[src/hdl/ctrl_pkg.sv]
package ctrl_pkg;

        // --------------------
        // Instruction format

        typedef logic [15:0] instr_t;

        localparam int OPCODE_MSB = 15;
        localparam int OPCODE_LSB = 8;
        localparam int SEL_MSB    = 3;
        localparam int SEL_LSB    = 0;
        localparam int ADD_MSB    = 1;
        localparam int ADD_LSB    = 0;

        typedef enum logic [7:0] {
                OP_NOP    = 8'd4,
                OP_ADD    = 8'd5,
                OP_SUB    = 8'd9,
                OP_LDACAR = 8'd16,
                OP_MVAC   = 8'd20,
                OP_MOVREG = 8'd21,
                OP_CLAC   = 8'd22,
                OP_JUMP   = 8'd24,
                OP_JUMPZ  = 8'd27,
                OP_JMNZ   = 8'd29,
                OP_INCAC  = 8'd31,
                OP_INCR   = 8'd32,
                OP_INCR3  = 8'd33,
                OP_SFTR   = 8'd34,
                OP_SFTL   = 8'd36,
                OP_ENDOP  = 8'd40
        } opcode_t;

        typedef logic [3:0] reg_sel_t;     // 1 is X, 11 is DR.
        typedef logic [1:0] add_sel_t;

        localparam reg_sel_t REG_NONE  = 4'd0;
        localparam reg_sel_t REG_FIRST = 4'd1;
        localparam reg_sel_t REG_R     = 4'd7;
        localparam reg_sel_t REG_R1    = 4'd8;
        localparam reg_sel_t REG_R2    = 4'd9;
        localparam reg_sel_t REG_DR    = 4'd11;
        localparam reg_sel_t REG_LAST  = 4'd11;

        localparam add_sel_t ADD_SRC_R  = 2'd1;
        localparam add_sel_t ADD_SRC_R1 = 2'd2;
        localparam add_sel_t ADD_SRC_R2 = 2'd3;

        typedef struct packed {
                reg_sel_t reg_sel;
                add_sel_t add_sel;
        } operand_t;

        typedef struct packed {
                logic     known;
                opcode_t  opcode;
                operand_t operand;
        } decoded_instr_t;

        // --------------------
        // Control word

        typedef logic [14:0] wr_en_t;
        typedef logic [3:0]  rd_sel_t;
        typedef logic [3:0]  inc_en_t;

        localparam int WR_ALU_AC   = 0;
        localparam int WR_IR_PC    = 1;
        localparam int WR_IR       = 2;
        localparam int WR_REG_BASE = 2;    // Register n writes bit n + 2.
        localparam int WR_AC       = 14;

        localparam rd_sel_t RD_NONE     = 4'd0;
        localparam rd_sel_t RD_INS_MEM  = 4'd1;
        localparam rd_sel_t RD_DATA_MEM = 4'd2;
        localparam rd_sel_t RD_AC       = 4'd3;
        localparam rd_sel_t RD_REG_BASE = 4'd3;

        localparam int INC_PC = 0;
        localparam int INC_AC = 1;
        localparam int INC_R  = 2;
        localparam int INC_R3 = 3;

        typedef enum logic [2:0] {
                ALU_NO_OP = 3'd0,
                ALU_ADD   = 3'd1,
                ALU_SUB   = 3'd3,
                ALU_SFTR  = 3'd4,
                ALU_SFTL  = 3'd5,
                ALU_ZERO  = 3'd6
        } alu_op_t;

        typedef enum logic [4:0] {
                ST_FETCH1, ST_FETCH2, ST_FETCH3,
                ST_ADD1, ST_ADD2, ST_SUB1, ST_SUB2, ST_ALU_WB,
                ST_CLAC1, ST_SFTR1, ST_SFTL1, ST_LDACAR1, ST_LDACAR2,
                ST_EXEC1, ST_JUMP1, ST_JUMP2, ST_JUMP3, ST_SKIP,
                ST_ENDOP
        } ctrl_state_t;

        typedef struct packed {
                wr_en_t  wr_en;
                rd_sel_t rd_sel;
                inc_en_t inc_en;
                alu_op_t alu;
                logic    finish;
        } ctrl_word_t;

endpackage

[src/hdl/control_unit.sv]
module control_unit (
        input  logic              clk,
        input  logic              rst_n,
        input  logic              z,
        input  ctrl_pkg::instr_t  instruction,
        output ctrl_pkg::wr_en_t  write_enable,
        output ctrl_pkg::rd_sel_t read_enable,
        output ctrl_pkg::inc_en_t increment,
        output ctrl_pkg::alu_op_t alu,
        output logic              finish
);
        import ctrl_pkg::*;

        decoded_instr_t decoded;
        operand_t       held;
        ctrl_state_t    state;
        opcode_t        op_now;
        logic           dispatch;
        ctrl_word_t     word;

        instr_decoder i_decoder (
                .instruction (instruction),
                .decoded     (decoded)
        );

        operand_latch i_operand_latch (
                .clk      (clk),
                .rst_n    (rst_n),
                .dispatch (dispatch),
                .operand  (decoded.operand),
                .held     (held)
        );

        micro_sequencer i_sequencer (
                .clk      (clk),
                .rst_n    (rst_n),
                .z        (z),
                .decoded  (decoded),
                .state    (state),
                .op_now   (op_now),
                .dispatch (dispatch)
        );

        control_word_encoder i_encoder (
                .state  (state),
                .op_now (op_now),
                .held   (held),
                .word   (word)
        );

        assign write_enable = word.wr_en;
        assign read_enable  = word.rd_sel;
        assign increment    = word.inc_en;
        assign alu          = word.alu;
        assign finish       = word.finish;

endmodule

[src/hdl/control_word_encoder.sv]
module control_word_encoder (
        input  ctrl_pkg::ctrl_state_t state,
        input  ctrl_pkg::opcode_t     op_now,
        input  ctrl_pkg::operand_t    held,
        output ctrl_pkg::ctrl_word_t  word
);
        import ctrl_pkg::*;

        function automatic wr_en_t reg_write(reg_sel_t sel);
                wr_en_t bits;
                bits = '0;
                if (sel != REG_NONE)
                        bits[WR_REG_BASE + int'(sel)] = 1'b1;
                return bits;
        endfunction

        function automatic rd_sel_t reg_read(reg_sel_t sel);
                rd_sel_t code;
                code = RD_NONE;
                if (sel != REG_NONE)
                        code = RD_REG_BASE + rd_sel_t'(sel);
                return code;
        endfunction

        function automatic rd_sel_t add_source(add_sel_t src);
                rd_sel_t code;
                case (src)
                        ADD_SRC_R:  code = reg_read(REG_R);
                        ADD_SRC_R1: code = reg_read(REG_R1);
                        ADD_SRC_R2: code = reg_read(REG_R2);
                        default:    code = RD_NONE;
                endcase
                return code;
        endfunction

        always_comb
        begin
                word        = '0;
                word.rd_sel = RD_NONE;
                word.alu    = ALU_NO_OP;
                case (state)
                        ST_FETCH1:  word.rd_sel = RD_INS_MEM;
                        ST_FETCH2:
                        begin
                                word.rd_sel       = RD_INS_MEM;
                                word.wr_en[WR_IR] = 1'b1;
                        end
                        ST_FETCH3:  word.inc_en[INC_PC] = 1'b1;

                        ST_ADD1:
                        begin
                                word.rd_sel = add_source(held.add_sel);
                                word.alu    = ALU_ADD;
                        end
                        ST_SUB1:
                        begin
                                word.rd_sel = reg_read(REG_R);
                                word.alu    = ALU_SUB;
                        end
                        ST_CLAC1:   word.alu = ALU_ZERO;
                        ST_SFTR1:   word.alu = ALU_SFTR;
                        ST_SFTL1:   word.alu = ALU_SFTL;
                        ST_ADD2, ST_SUB2, ST_ALU_WB:
                                word.wr_en[WR_ALU_AC] = 1'b1;   // ALU result into AC.

                        ST_LDACAR1:
                        begin
                                word.rd_sel = RD_DATA_MEM;
                                word.wr_en  = reg_write(REG_DR);
                        end
                        ST_LDACAR2:
                        begin
                                word.rd_sel       = reg_read(REG_DR);
                                word.wr_en[WR_AC] = 1'b1;
                        end

                        ST_EXEC1:
                        begin
                                case (op_now)
                                        OP_MVAC:
                                        begin
                                                word.rd_sel = RD_AC;
                                                word.wr_en  = reg_write(held.reg_sel);
                                        end
                                        OP_MOVREG:
                                        begin
                                                word.rd_sel       = reg_read(held.reg_sel);
                                                word.wr_en[WR_AC] = 1'b1;
                                        end
                                        OP_INCAC: word.inc_en[INC_AC] = 1'b1;
                                        OP_INCR:  word.inc_en[INC_R]  = 1'b1;
                                        OP_INCR3: word.inc_en[INC_R3] = 1'b1;
                                        default:  word.alu = ALU_NO_OP;  // NOP or the jump idle cycle.
                                endcase
                        end

                        ST_JUMP1:   word.rd_sel = RD_INS_MEM;
                        ST_JUMP2:
                        begin
                                word.rd_sel       = RD_INS_MEM;
                                word.wr_en[WR_IR] = 1'b1;
                        end
                        ST_JUMP3:   word.wr_en[WR_IR_PC] = 1'b1;
                        ST_SKIP:    word.inc_en[INC_PC]  = 1'b1;  // Step over the target word.
                        ST_ENDOP:   word.finish = 1'b1;
                        default:    word.rd_sel = RD_NONE;
                endcase
        end

        // --------------------
        // Assertions

        always_comb
        begin
                wr_onehot: assert final ($onehot0(word.wr_en))
                        else $error("More than one write enable set.");
                inc_onehot: assert final ($onehot0(word.inc_en))
                        else $error("More than one increment set.");
        end

endmodule

[src/hdl/instr_decoder.sv]
module instr_decoder (
        input  ctrl_pkg::instr_t         instruction,
        output ctrl_pkg::decoded_instr_t decoded
);
        import ctrl_pkg::*;

        logic [7:0] op_byte;
        reg_sel_t   sel_raw;
        reg_sel_t   sel_folded;
        logic       known;

        assign op_byte = instruction[OPCODE_MSB:OPCODE_LSB];
        assign sel_raw = instruction[SEL_MSB:SEL_LSB];

        always_comb
        begin
                case (op_byte)
                        OP_NOP, OP_ADD, OP_SUB, OP_LDACAR,
                        OP_MVAC, OP_MOVREG, OP_CLAC,
                        OP_JUMP, OP_JUMPZ, OP_JMNZ,
                        OP_INCAC, OP_INCR, OP_INCR3,
                        OP_SFTR, OP_SFTL, OP_ENDOP:
                                known = 1'b1;
                        default:
                                known = 1'b0;
                endcase
        end

        // Selectors that name no register collapse to zero here.
        always_comb
        begin
                if (sel_raw >= REG_FIRST && sel_raw <= REG_LAST)
                        sel_folded = sel_raw;
                else
                        sel_folded = REG_NONE;
        end

        assign decoded = '{
                known:   known,
                opcode:  opcode_t'(op_byte),
                operand: '{
                        reg_sel: sel_folded,
                        add_sel: instruction[ADD_MSB:ADD_LSB]
                }
        };

endmodule

[src/hdl/micro_sequencer.sv]
module micro_sequencer (
        input  logic                     clk,
        input  logic                     rst_n,
        input  logic                     z,
        input  ctrl_pkg::decoded_instr_t decoded,
        output ctrl_pkg::ctrl_state_t    state,
        output ctrl_pkg::opcode_t        op_now,
        output logic                     dispatch
);
        import ctrl_pkg::*;

        ctrl_state_t next_state;
        ctrl_state_t entry_state;
        logic        take_jump;
        logic        cond_jump;

        assign dispatch = (state == ST_FETCH3);

        assign take_jump = (decoded.opcode == OP_JUMPZ) ? z : !z;   // JMNZ jumps on z low.
        assign cond_jump = (op_now == OP_JUMPZ) || (op_now == OP_JMNZ);

        // --------------------
        // Entry state

        // Unknown opcodes run through EXEC1 as NOP.
        always_comb
        begin
                entry_state = ST_EXEC1;
                if (decoded.known)
                begin
                        case (decoded.opcode)
                                OP_ADD:    entry_state = ST_ADD1;
                                OP_SUB:    entry_state = ST_SUB1;
                                OP_CLAC:   entry_state = ST_CLAC1;
                                OP_SFTR:   entry_state = ST_SFTR1;
                                OP_SFTL:   entry_state = ST_SFTL1;
                                OP_LDACAR: entry_state = ST_LDACAR1;
                                OP_JUMP:   entry_state = ST_JUMP1;
                                OP_ENDOP:  entry_state = ST_ENDOP;
                                OP_JUMPZ, OP_JMNZ:
                                        entry_state = take_jump ? ST_EXEC1 : ST_SKIP;
                                default:   entry_state = ST_EXEC1;
                        endcase
                end
        end

        // --------------------
        // Next state

        always_comb
        begin
                case (state)
                        ST_FETCH1:  next_state = ST_FETCH2;
                        ST_FETCH2:  next_state = ST_FETCH3;
                        ST_FETCH3:  next_state = entry_state;
                        ST_ADD1:    next_state = ST_ADD2;
                        ST_SUB1:    next_state = ST_SUB2;
                        ST_CLAC1, ST_SFTR1, ST_SFTL1:
                                next_state = ST_ALU_WB;
                        ST_LDACAR1: next_state = ST_LDACAR2;
                        ST_EXEC1:   next_state = cond_jump ? ST_JUMP1 : ST_FETCH1;
                        ST_JUMP1:   next_state = ST_JUMP2;
                        ST_JUMP2:   next_state = ST_JUMP3;
                        ST_ADD2, ST_SUB2, ST_ALU_WB, ST_LDACAR2, ST_JUMP3, ST_SKIP:
                                next_state = ST_FETCH1;
                        ST_ENDOP:   next_state = ST_ENDOP;      // Halted until reset.
                        default:    next_state = ST_FETCH1;
                endcase
        end

        always_ff @(posedge clk or negedge rst_n)
        begin
                if (!rst_n)
                begin
                        state  <= ST_FETCH1;
                        op_now <= OP_NOP;
                end
                else
                begin
                        state <= next_state;
                        if (dispatch)
                        begin
                                op_now <= decoded.known ? decoded.opcode : OP_NOP;
                        end
                end
        end

        // --------------------
        // Assertions

        state_legal: assert property (
                @(posedge clk) disable iff (!rst_n)
                !$isunknown(state) && state <= ST_ENDOP
        ) else $error("Microstate left the legal set.");

endmodule

[src/hdl/operand_latch.sv]
module operand_latch (
        input  logic               clk,
        input  logic               rst_n,
        input  logic               dispatch,
        input  ctrl_pkg::operand_t operand,
        output ctrl_pkg::operand_t held
);
        import ctrl_pkg::*;

        // The live instruction word moves on during jumps, so the operands
        // of the running instruction are kept here.
        always_ff @(posedge clk or negedge rst_n)
        begin
                if (!rst_n)
                begin
                        held <= '0;
                end
                else if (dispatch)
                begin
                        held <= operand;
                end
        end

        // --------------------
        // Assertions

        held_stable: assert property (
                @(posedge clk) disable iff (!rst_n)
                !dispatch |=> $stable(held)
        ) else $error("Operands changed without a dispatch.");

endmodule

[config.mk]
export PLATFORM = sky130hd
export DESIGN_NAME = control_unit
export DESIGN_NICKNAME = d
export VERILOG_FILES = /design/src/hdl/ctrl_pkg.sv /design/src/hdl/control_unit.sv /design/src/hdl/control_word_encoder.sv /design/src/hdl/instr_decoder.sv /design/src/hdl/micro_sequencer.sv /design/src/hdl/operand_latch.sv
export SDC_FILE = /design/constraint.sdc
export NUM_CORES = 1
export LEC_CHECK = 0
export BUFFER_PORTS_ARGS = -buffer_cell sky130_fd_sc_hd__buf_4
export CAP_MARGIN = 20
export CORE_ASPECT_RATIO = 1.75
export CORE_UTILIZATION = 45
export DETAILED_ROUTE_END_ITERATION = 12
export PLACE_DENSITY = 0.71
export RECOVER_POWER = 100
export SLEW_MARGIN = 5
export SYNTH_ARGS = -nofsm -noshare
export SYNTH_HDL_FRONTEND = slang
export SYNTH_SLANG_ARGS = --single-unit
[constraint.sdc]
create_clock -name clk -period 1.7 [get_ports clk]
set_input_delay 0.085 -clock clk [delete_from_list [all_inputs] [get_ports clk]]
set_output_delay 0.085 -clock clk [all_outputs]
set_load 0.03 [all_outputs]
### After elaboration in Yosys (flattened, before gate mapping)

Memories as Yosys holds them, arrays and structs flattened.
Index checks and enable logic that the tools add are counted.

* muxes and demuxes: 30
* reductions and logical operators: 13
* equality and inequality tests: 38
* $lt $le $gt $ge: 4
* $add $sub $neg: 2

Operators with widths (number)
* == test 8 x 5 -> 1 bit, second input constant: 10
* case mux 5 bit (11 select lines): 1
* case mux 5 bit (9 select lines): 1
* == test 5 x 4 -> 1 bit, second input constant: 8
* == test 8 x 6 -> 1 bit, second input constant: 5
* >= comparator 32 x 1 -> 1 bit, second input constant: 1
* less-than comparator 32 x 6 -> 1 bit, second input constant: 1
* case mux 4 bit (6 select lines): 1
* case mux 11 bit (2 select lines): 1
* == test 5 x 3 -> 1 bit, second input constant: 4
* == test 5 bit, second input constant: 3
* two-way mux 15 bit: 1
* case mux 3 bit (5 select lines): 1
* two-way mux 14 bit: 1
* two-way mux 4 bit: 3
* case mux 4 bit (3 select lines): 1
* == test 5 x 2 -> 1 bit, second input constant: 2
* two-way mux 5 bit: 2
* case mux 1 bit (2 select lines): 5
* == test 8 x 3 -> 1 bit, second input constant: 1
* == test 8 x 4 -> 1 bit, second input constant: 1
* two-way mux 1 bit: 8
* two-way mux 8 bit: 1
* case mux 4 bit (2 select lines): 1
* other kinds (18): 23

* input port bits: 19
* memories: 1
* memory bits (read-only): 64
* word-level logic and storage cells: 92
* register bits: 19
* output and inout port bits: 27

Memories
* (name not given): words 64, bits a word 1, rd ports 1, clocked after memory_dff 0, write ports 0, RTL line instr_decoder.sv:17 `case (op_byte)`

### Logic depth before layout (Yosys ltp)

* word-level depth: 8
* mapped depth: 7
* depth with buffers taken out: 7

### Cells and area by module

Synthesis repeated with hierarchy kept, for this count alone.

* cells, all modules: 292
* area, all modules: 2331.0 um2

Modules (own cells, without submodules)
* micro_sequencer: area an instance 1008.5 um2, cells an instance 120, times used 1, seq. area each 326.6 um2
* control_word_encoder: area an instance 805.8 um2, cells an instance 124, times used 1, seq. area each 0.0 um2
* instr_decoder: area an instance 265.3 um2, cells an instance 35, times used 1, seq. area each 0.0 um2
* operand_latch: area an instance 251.5 um2, cells an instance 13, times used 1, seq. area each 150.1 um2

### Least setup slack after synthesis

Ideal clock, no wire load.

* kind: register -> output
* start: reg i_sequencer.op_now[5]
* end: out write_enable[2]
* setup slack: -0.512 ns
* arrival time: 2.127 ns
* cell stages (with the launch flop): 5
* required time: 1.615 ns
* path buffers: 0
* cells stage by stage: dfrtp_1 -> nor4b_2 -> nand4_2 -> or4_4 -> o21ai_0

* longest elaborated chain between the ends: 3

RTL lines
* from (decl): RTL line micro_sequencer.sv:7 `output ctrl_pkg::opcode_t op_now,`
* from (signal assigned): RTL line micro_sequencer.sv:83 `op_now <= decoded.known ? decoded.opcode : OP_NOP;`
* == test 8 x 5 -> 1 bit: RTL line control_word_encoder.sv:79 `case (op_now)`
* two-way mux 14 bit: RTL line control_word_encoder.sv:79
* case mux 1 bit (2 select lines): RTL line control_word_encoder.sv:41 `case (state)`
* to (decl): RTL line control_unit.sv:6 `output ctrl_pkg::wr_en_t write_enable,`

No other way between the ends.

### Final worst setup path

* start: reg i_sequencer.op_now[6]
* end: out write_enable[10]

* longest elaborated chain between the ends: 3

RTL lines (RTL line)
* == test 8 x 5 -> 1 bit: control_word_encoder.sv:79
* two-way mux 14 bit: control_word_encoder.sv:79
* case mux 11 bit (2 select lines): control_word_encoder.sv:41

No other way between the ends.

==> reports/qor.csv <==
stage,metric,value,unit
run_status,outcome,finished with violations,
run_status,violations,negative setup slack,
detailed_routing,drc_errors,0,
sta,setup_tns,-8.83,ns
synth,ys_seq_elements,19,
sta,min_period,2.24,ns
synth,synth-edff-count,0,
setup_path,required,1.62,ns
synth,synth.distinct_cells,59,
setup_path,critPathBufInv,2,
sta,skew,0.00533,ns
grt,grt_pass1_wl,10200,um
setup_path,worstPathCellList,nor4b_4 > nand4_2 > or4_4 > buf_4 > nor2_4 > buf_6,
finish,nets,383,
sta,holdWs,0.0333,ns
sta,post-route-period-util,1.32,
setup_path,setup.worst_path.end,write_enable[10],
setup_path,cp.depth,6,
setup_path,cp-startpoint,i_sequencer.op_now[6]$_DFFE_PN0P_,
hold_path,hold_path.class,input port to register,
setup_path,r2r_setup_slack,-0.12,ns
synth,yosysWarnings,0,
place,port_buffers,41,
setup_path,cp_top_family,simple AND/OR/NAND/NOR gates,
job,maxCapViolCount,0,
clock_network,cts.sinks,19,
grt,antenna_found_initial,0,
clock_network,clockBufferDepth,2,
grt,grt_pass1_vias,2362,
power_and_ir_drop,combPwrFrac,0.749,
die,initial_core_util,0.474,
synth,syn_area,1990,um^2
power_and_ir_drop,power_density,1410,nW/um^2
finish,fin_cells,402,
setup_path,arrival,2.15,ns
sta,hold_viol,0,
detailed_routing,ant_nets,0,
clock_network,cts_max_level,1,
synth,syn_nets,294,
clock_network,cts_made_buffers,3,
setup_path,crit_slowest_cell,or4_4,
die,die_area,4690,um^2
power_and_ir_drop,power_frac_clock,0.075,
detailed_routing,dr.pass1.iters,4,
place,dpl-instance-area,2770,um^2
die,core_area,4190,um^2
detailed_routing,wl,6850,um
die,io-pin-count,46,
setup_path,crit_fanout,4,
clock_network,cts_tree,built,
detailed_routing,drt_iter0_drc,73,
place,dp_hpwl,4820,um
setup_path,end_kind,output port,
die,rows,31,
sta,relSlewSlack,0.345,
clock_network,cts.clk_slew.worst_paths,0.08,ns
grt,grt_overflow,0,
sta,fmax,447,MHz
place,place.gp.congestion,0.885,
power_and_ir_drop,swShare,0.484,
sta,worst_pin_slew,0.982,ns
detailed_routing,routedWlPerCell,17.0,um
clock_network,clk_latency,0.27,ns
place,dp_slack,-0.252,ns
power_and_ir_drop,leakage,1.39,nW
place,placedCellCount,384,
setup_path,path_class,register to output port,
die,die_h,89.9,um
setup_path,start_kind,register,
power_and_ir_drop,pwr-share-seq,0.176,
detailed_routing,viasPerCell,6.01,
finish,drive_above_1_share,0.436,
power_and_ir_drop,p_int,2.28,mW
synth,synth_seq_area_share,0.240,
clock_network,cts_root_buffer,clkbuf_8,
power_and_ir_drop,switching_power,2.14,mW
synth,synthCells,265,
sta,setup_violations,35,
finish,syn2layout_area_growth,58.5,%
finish,postLayoutCellArea,3150,um^2
power_and_ir_drop,ir_worst_vdd,0.00102,V
setup_path,r2r-end,i_sequencer.state[2]$_DFF_PN0_,
finish,diodes,0,
synth,syn_area_per_cell,7.49,um^2
grt,track_usage,0.287,
grt,grt_max_degree,22,
setup_path,slowest_delay,0.56,ns
die,die_w,52.2,um
sta,grt_setup_unrepaired,yes,
synth,ys.flop_type,dfrtp_1,
detailed_routing,routed-via-count,2418,
sta,setup_ws,-0.536,ns
finish,fin_util,0.751,
setup_path,r2r_start,i_sequencer.state[0]$_DFF_PN0_,
power_and_ir_drop,total_power,4.43,mW
sta,finalMaxSlewViolations,0,
setup_path,worstRegToRegCells,8,
synth,synth-async-reset-ratio,1.00,
## state kept, by name, indices dropped and copies added, names as in the netlist
name / cells
i_operand_latch.held: 6
i_sequencer.op_now: 8
i_sequencer.state: 5
## what timing repair did
action / in CTS / in global routing
resized for setup: 43 / 19
hold buffers: 1 / 0
setup buffers: 4 / 11
setup endpoints to repair: 26 / 28
gates cloned: 1 / 1
pin swaps: 9 / 8
hold endpoints to repair: 19 / 0
## placed cells by master (no fill, tap or decap), types with 3 or more instances in the layout
cell type and n:
nor2_4 4, nor2_2 5, dfrtp_1 17, clkbuf_8 3, nor2_1 17, nor3_1 9, and2_1 4, o22ai_1 3
nand2_1 25, buf_4 76, nand4b_1 4, inv_1 9, nor3_2 3, clkbuf_2 3, nor2b_1 3, nand3_1 9
nand2_2 4, a21oi_1 8, ha_1 10, buf_6 15, o21ai_0 18, nand2b_1 15, a31oi_1 8
## how the worst min path moves through the flow
stage	cells past startpoint	slack (ns)	from	end
after floorplan	0	-0.21	rst_n	i_operand_latch.held[0]$_DFFE_PN0P_
after CTS	3	0.04	instruction[0]	i_operand_latch.held[0]$_DFFE_PN0P_
after detailed placement	1	-0.03	rst_n	i_operand_latch.held[4]$_DFFE_PN0P_
after global routing	3	0.04	instruction[0]	i_operand_latch.held[0]$_DFFE_PN0P_
final	3	0.03	instruction[0]	i_operand_latch.held[0]$_DFFE_PN0P_
after global placement	1	-0.03	rst_n	i_operand_latch.held[2]$_DFFE_PN0P_
## routing by layer
metal  global-route usage  vias up  wire, um
li1                     -     1150         -
met1                0.252     1158      2300
met2                0.581       89      4070
met3               0.0203       21       215
met4                0.151        0       258
met5                    0        -         0
## power by group through the flow
| stage | clock, mW | sequential, mW | combinational [mW] |
|---|---|---|---|
| floorplan | 0 | 0.715 | 1.77 |
| global placement | 0 | 0.760 | 2.62 |
| detailed placement | 0 | 0.769 | 2.66 |
| CTS | 0.330 | 0.769 | 3.01 |
| global route | 0.342 | 0.796 | 3.53 |
| finish | 0.331 | 0.780 | 3.31 |
## kinds of logic after synthesis
kind of cell,Yosys count,share of synthesized area
and+or+nand+nor,133,0.366
AOI/OAI and AO/OA,71,0.248
buffers and inverters,27,0.0592
DFF,19,0.240
adders and majority gates,10,0.0630
xor gates and xnor gates,3,0.0132
muxes,2,0.0107
## cells in the mapped netlist, types with 5 or more instances
cell type | number | share of area
o22ai_1 | 5 | 0.016
dfrtp_1 | 18 | 0.23
ha_1 | 10 | 0.063
nor2_1 | 26 | 0.049
o21ai_0 | 21 | 0.053
nand3_1 | 10 | 0.025
inv_1 | 9 | 0.017
nor3_1 | 13 | 0.033
nand2b_1 | 17 | 0.054
a31oi_1 | 8 | 0.025
nor2b_1 | 5 | 0.016
nand2_1 | 29 | 0.055
a21oi_1 | 9 | 0.023
clkbuf_1 | 12 | 0.023
## area by class of cell
class,count,area [um^2]
Clock inverter,1,7.51
Fill cell,314,1040
Sequential cell,19,478
Tap cell,49,61.3
Clock buffer,3,41.3
Multi-Input combinational cell,219,1660
Inverter,9,33.8
Timing Repair Buffer,102,861
## worst register-to-register path: stages (launching register included)
cell and delay [ns]:
dfrtp_1 0.38, clkbuf_2 0.14, buf_12 0.14, buf_6 0.11, nor2b_2 0.14, nand3_1 0.16, or3_1 0.36, o221a_2 0.23
o21ai_1 0.07
(Power assumes the default switching activity.)
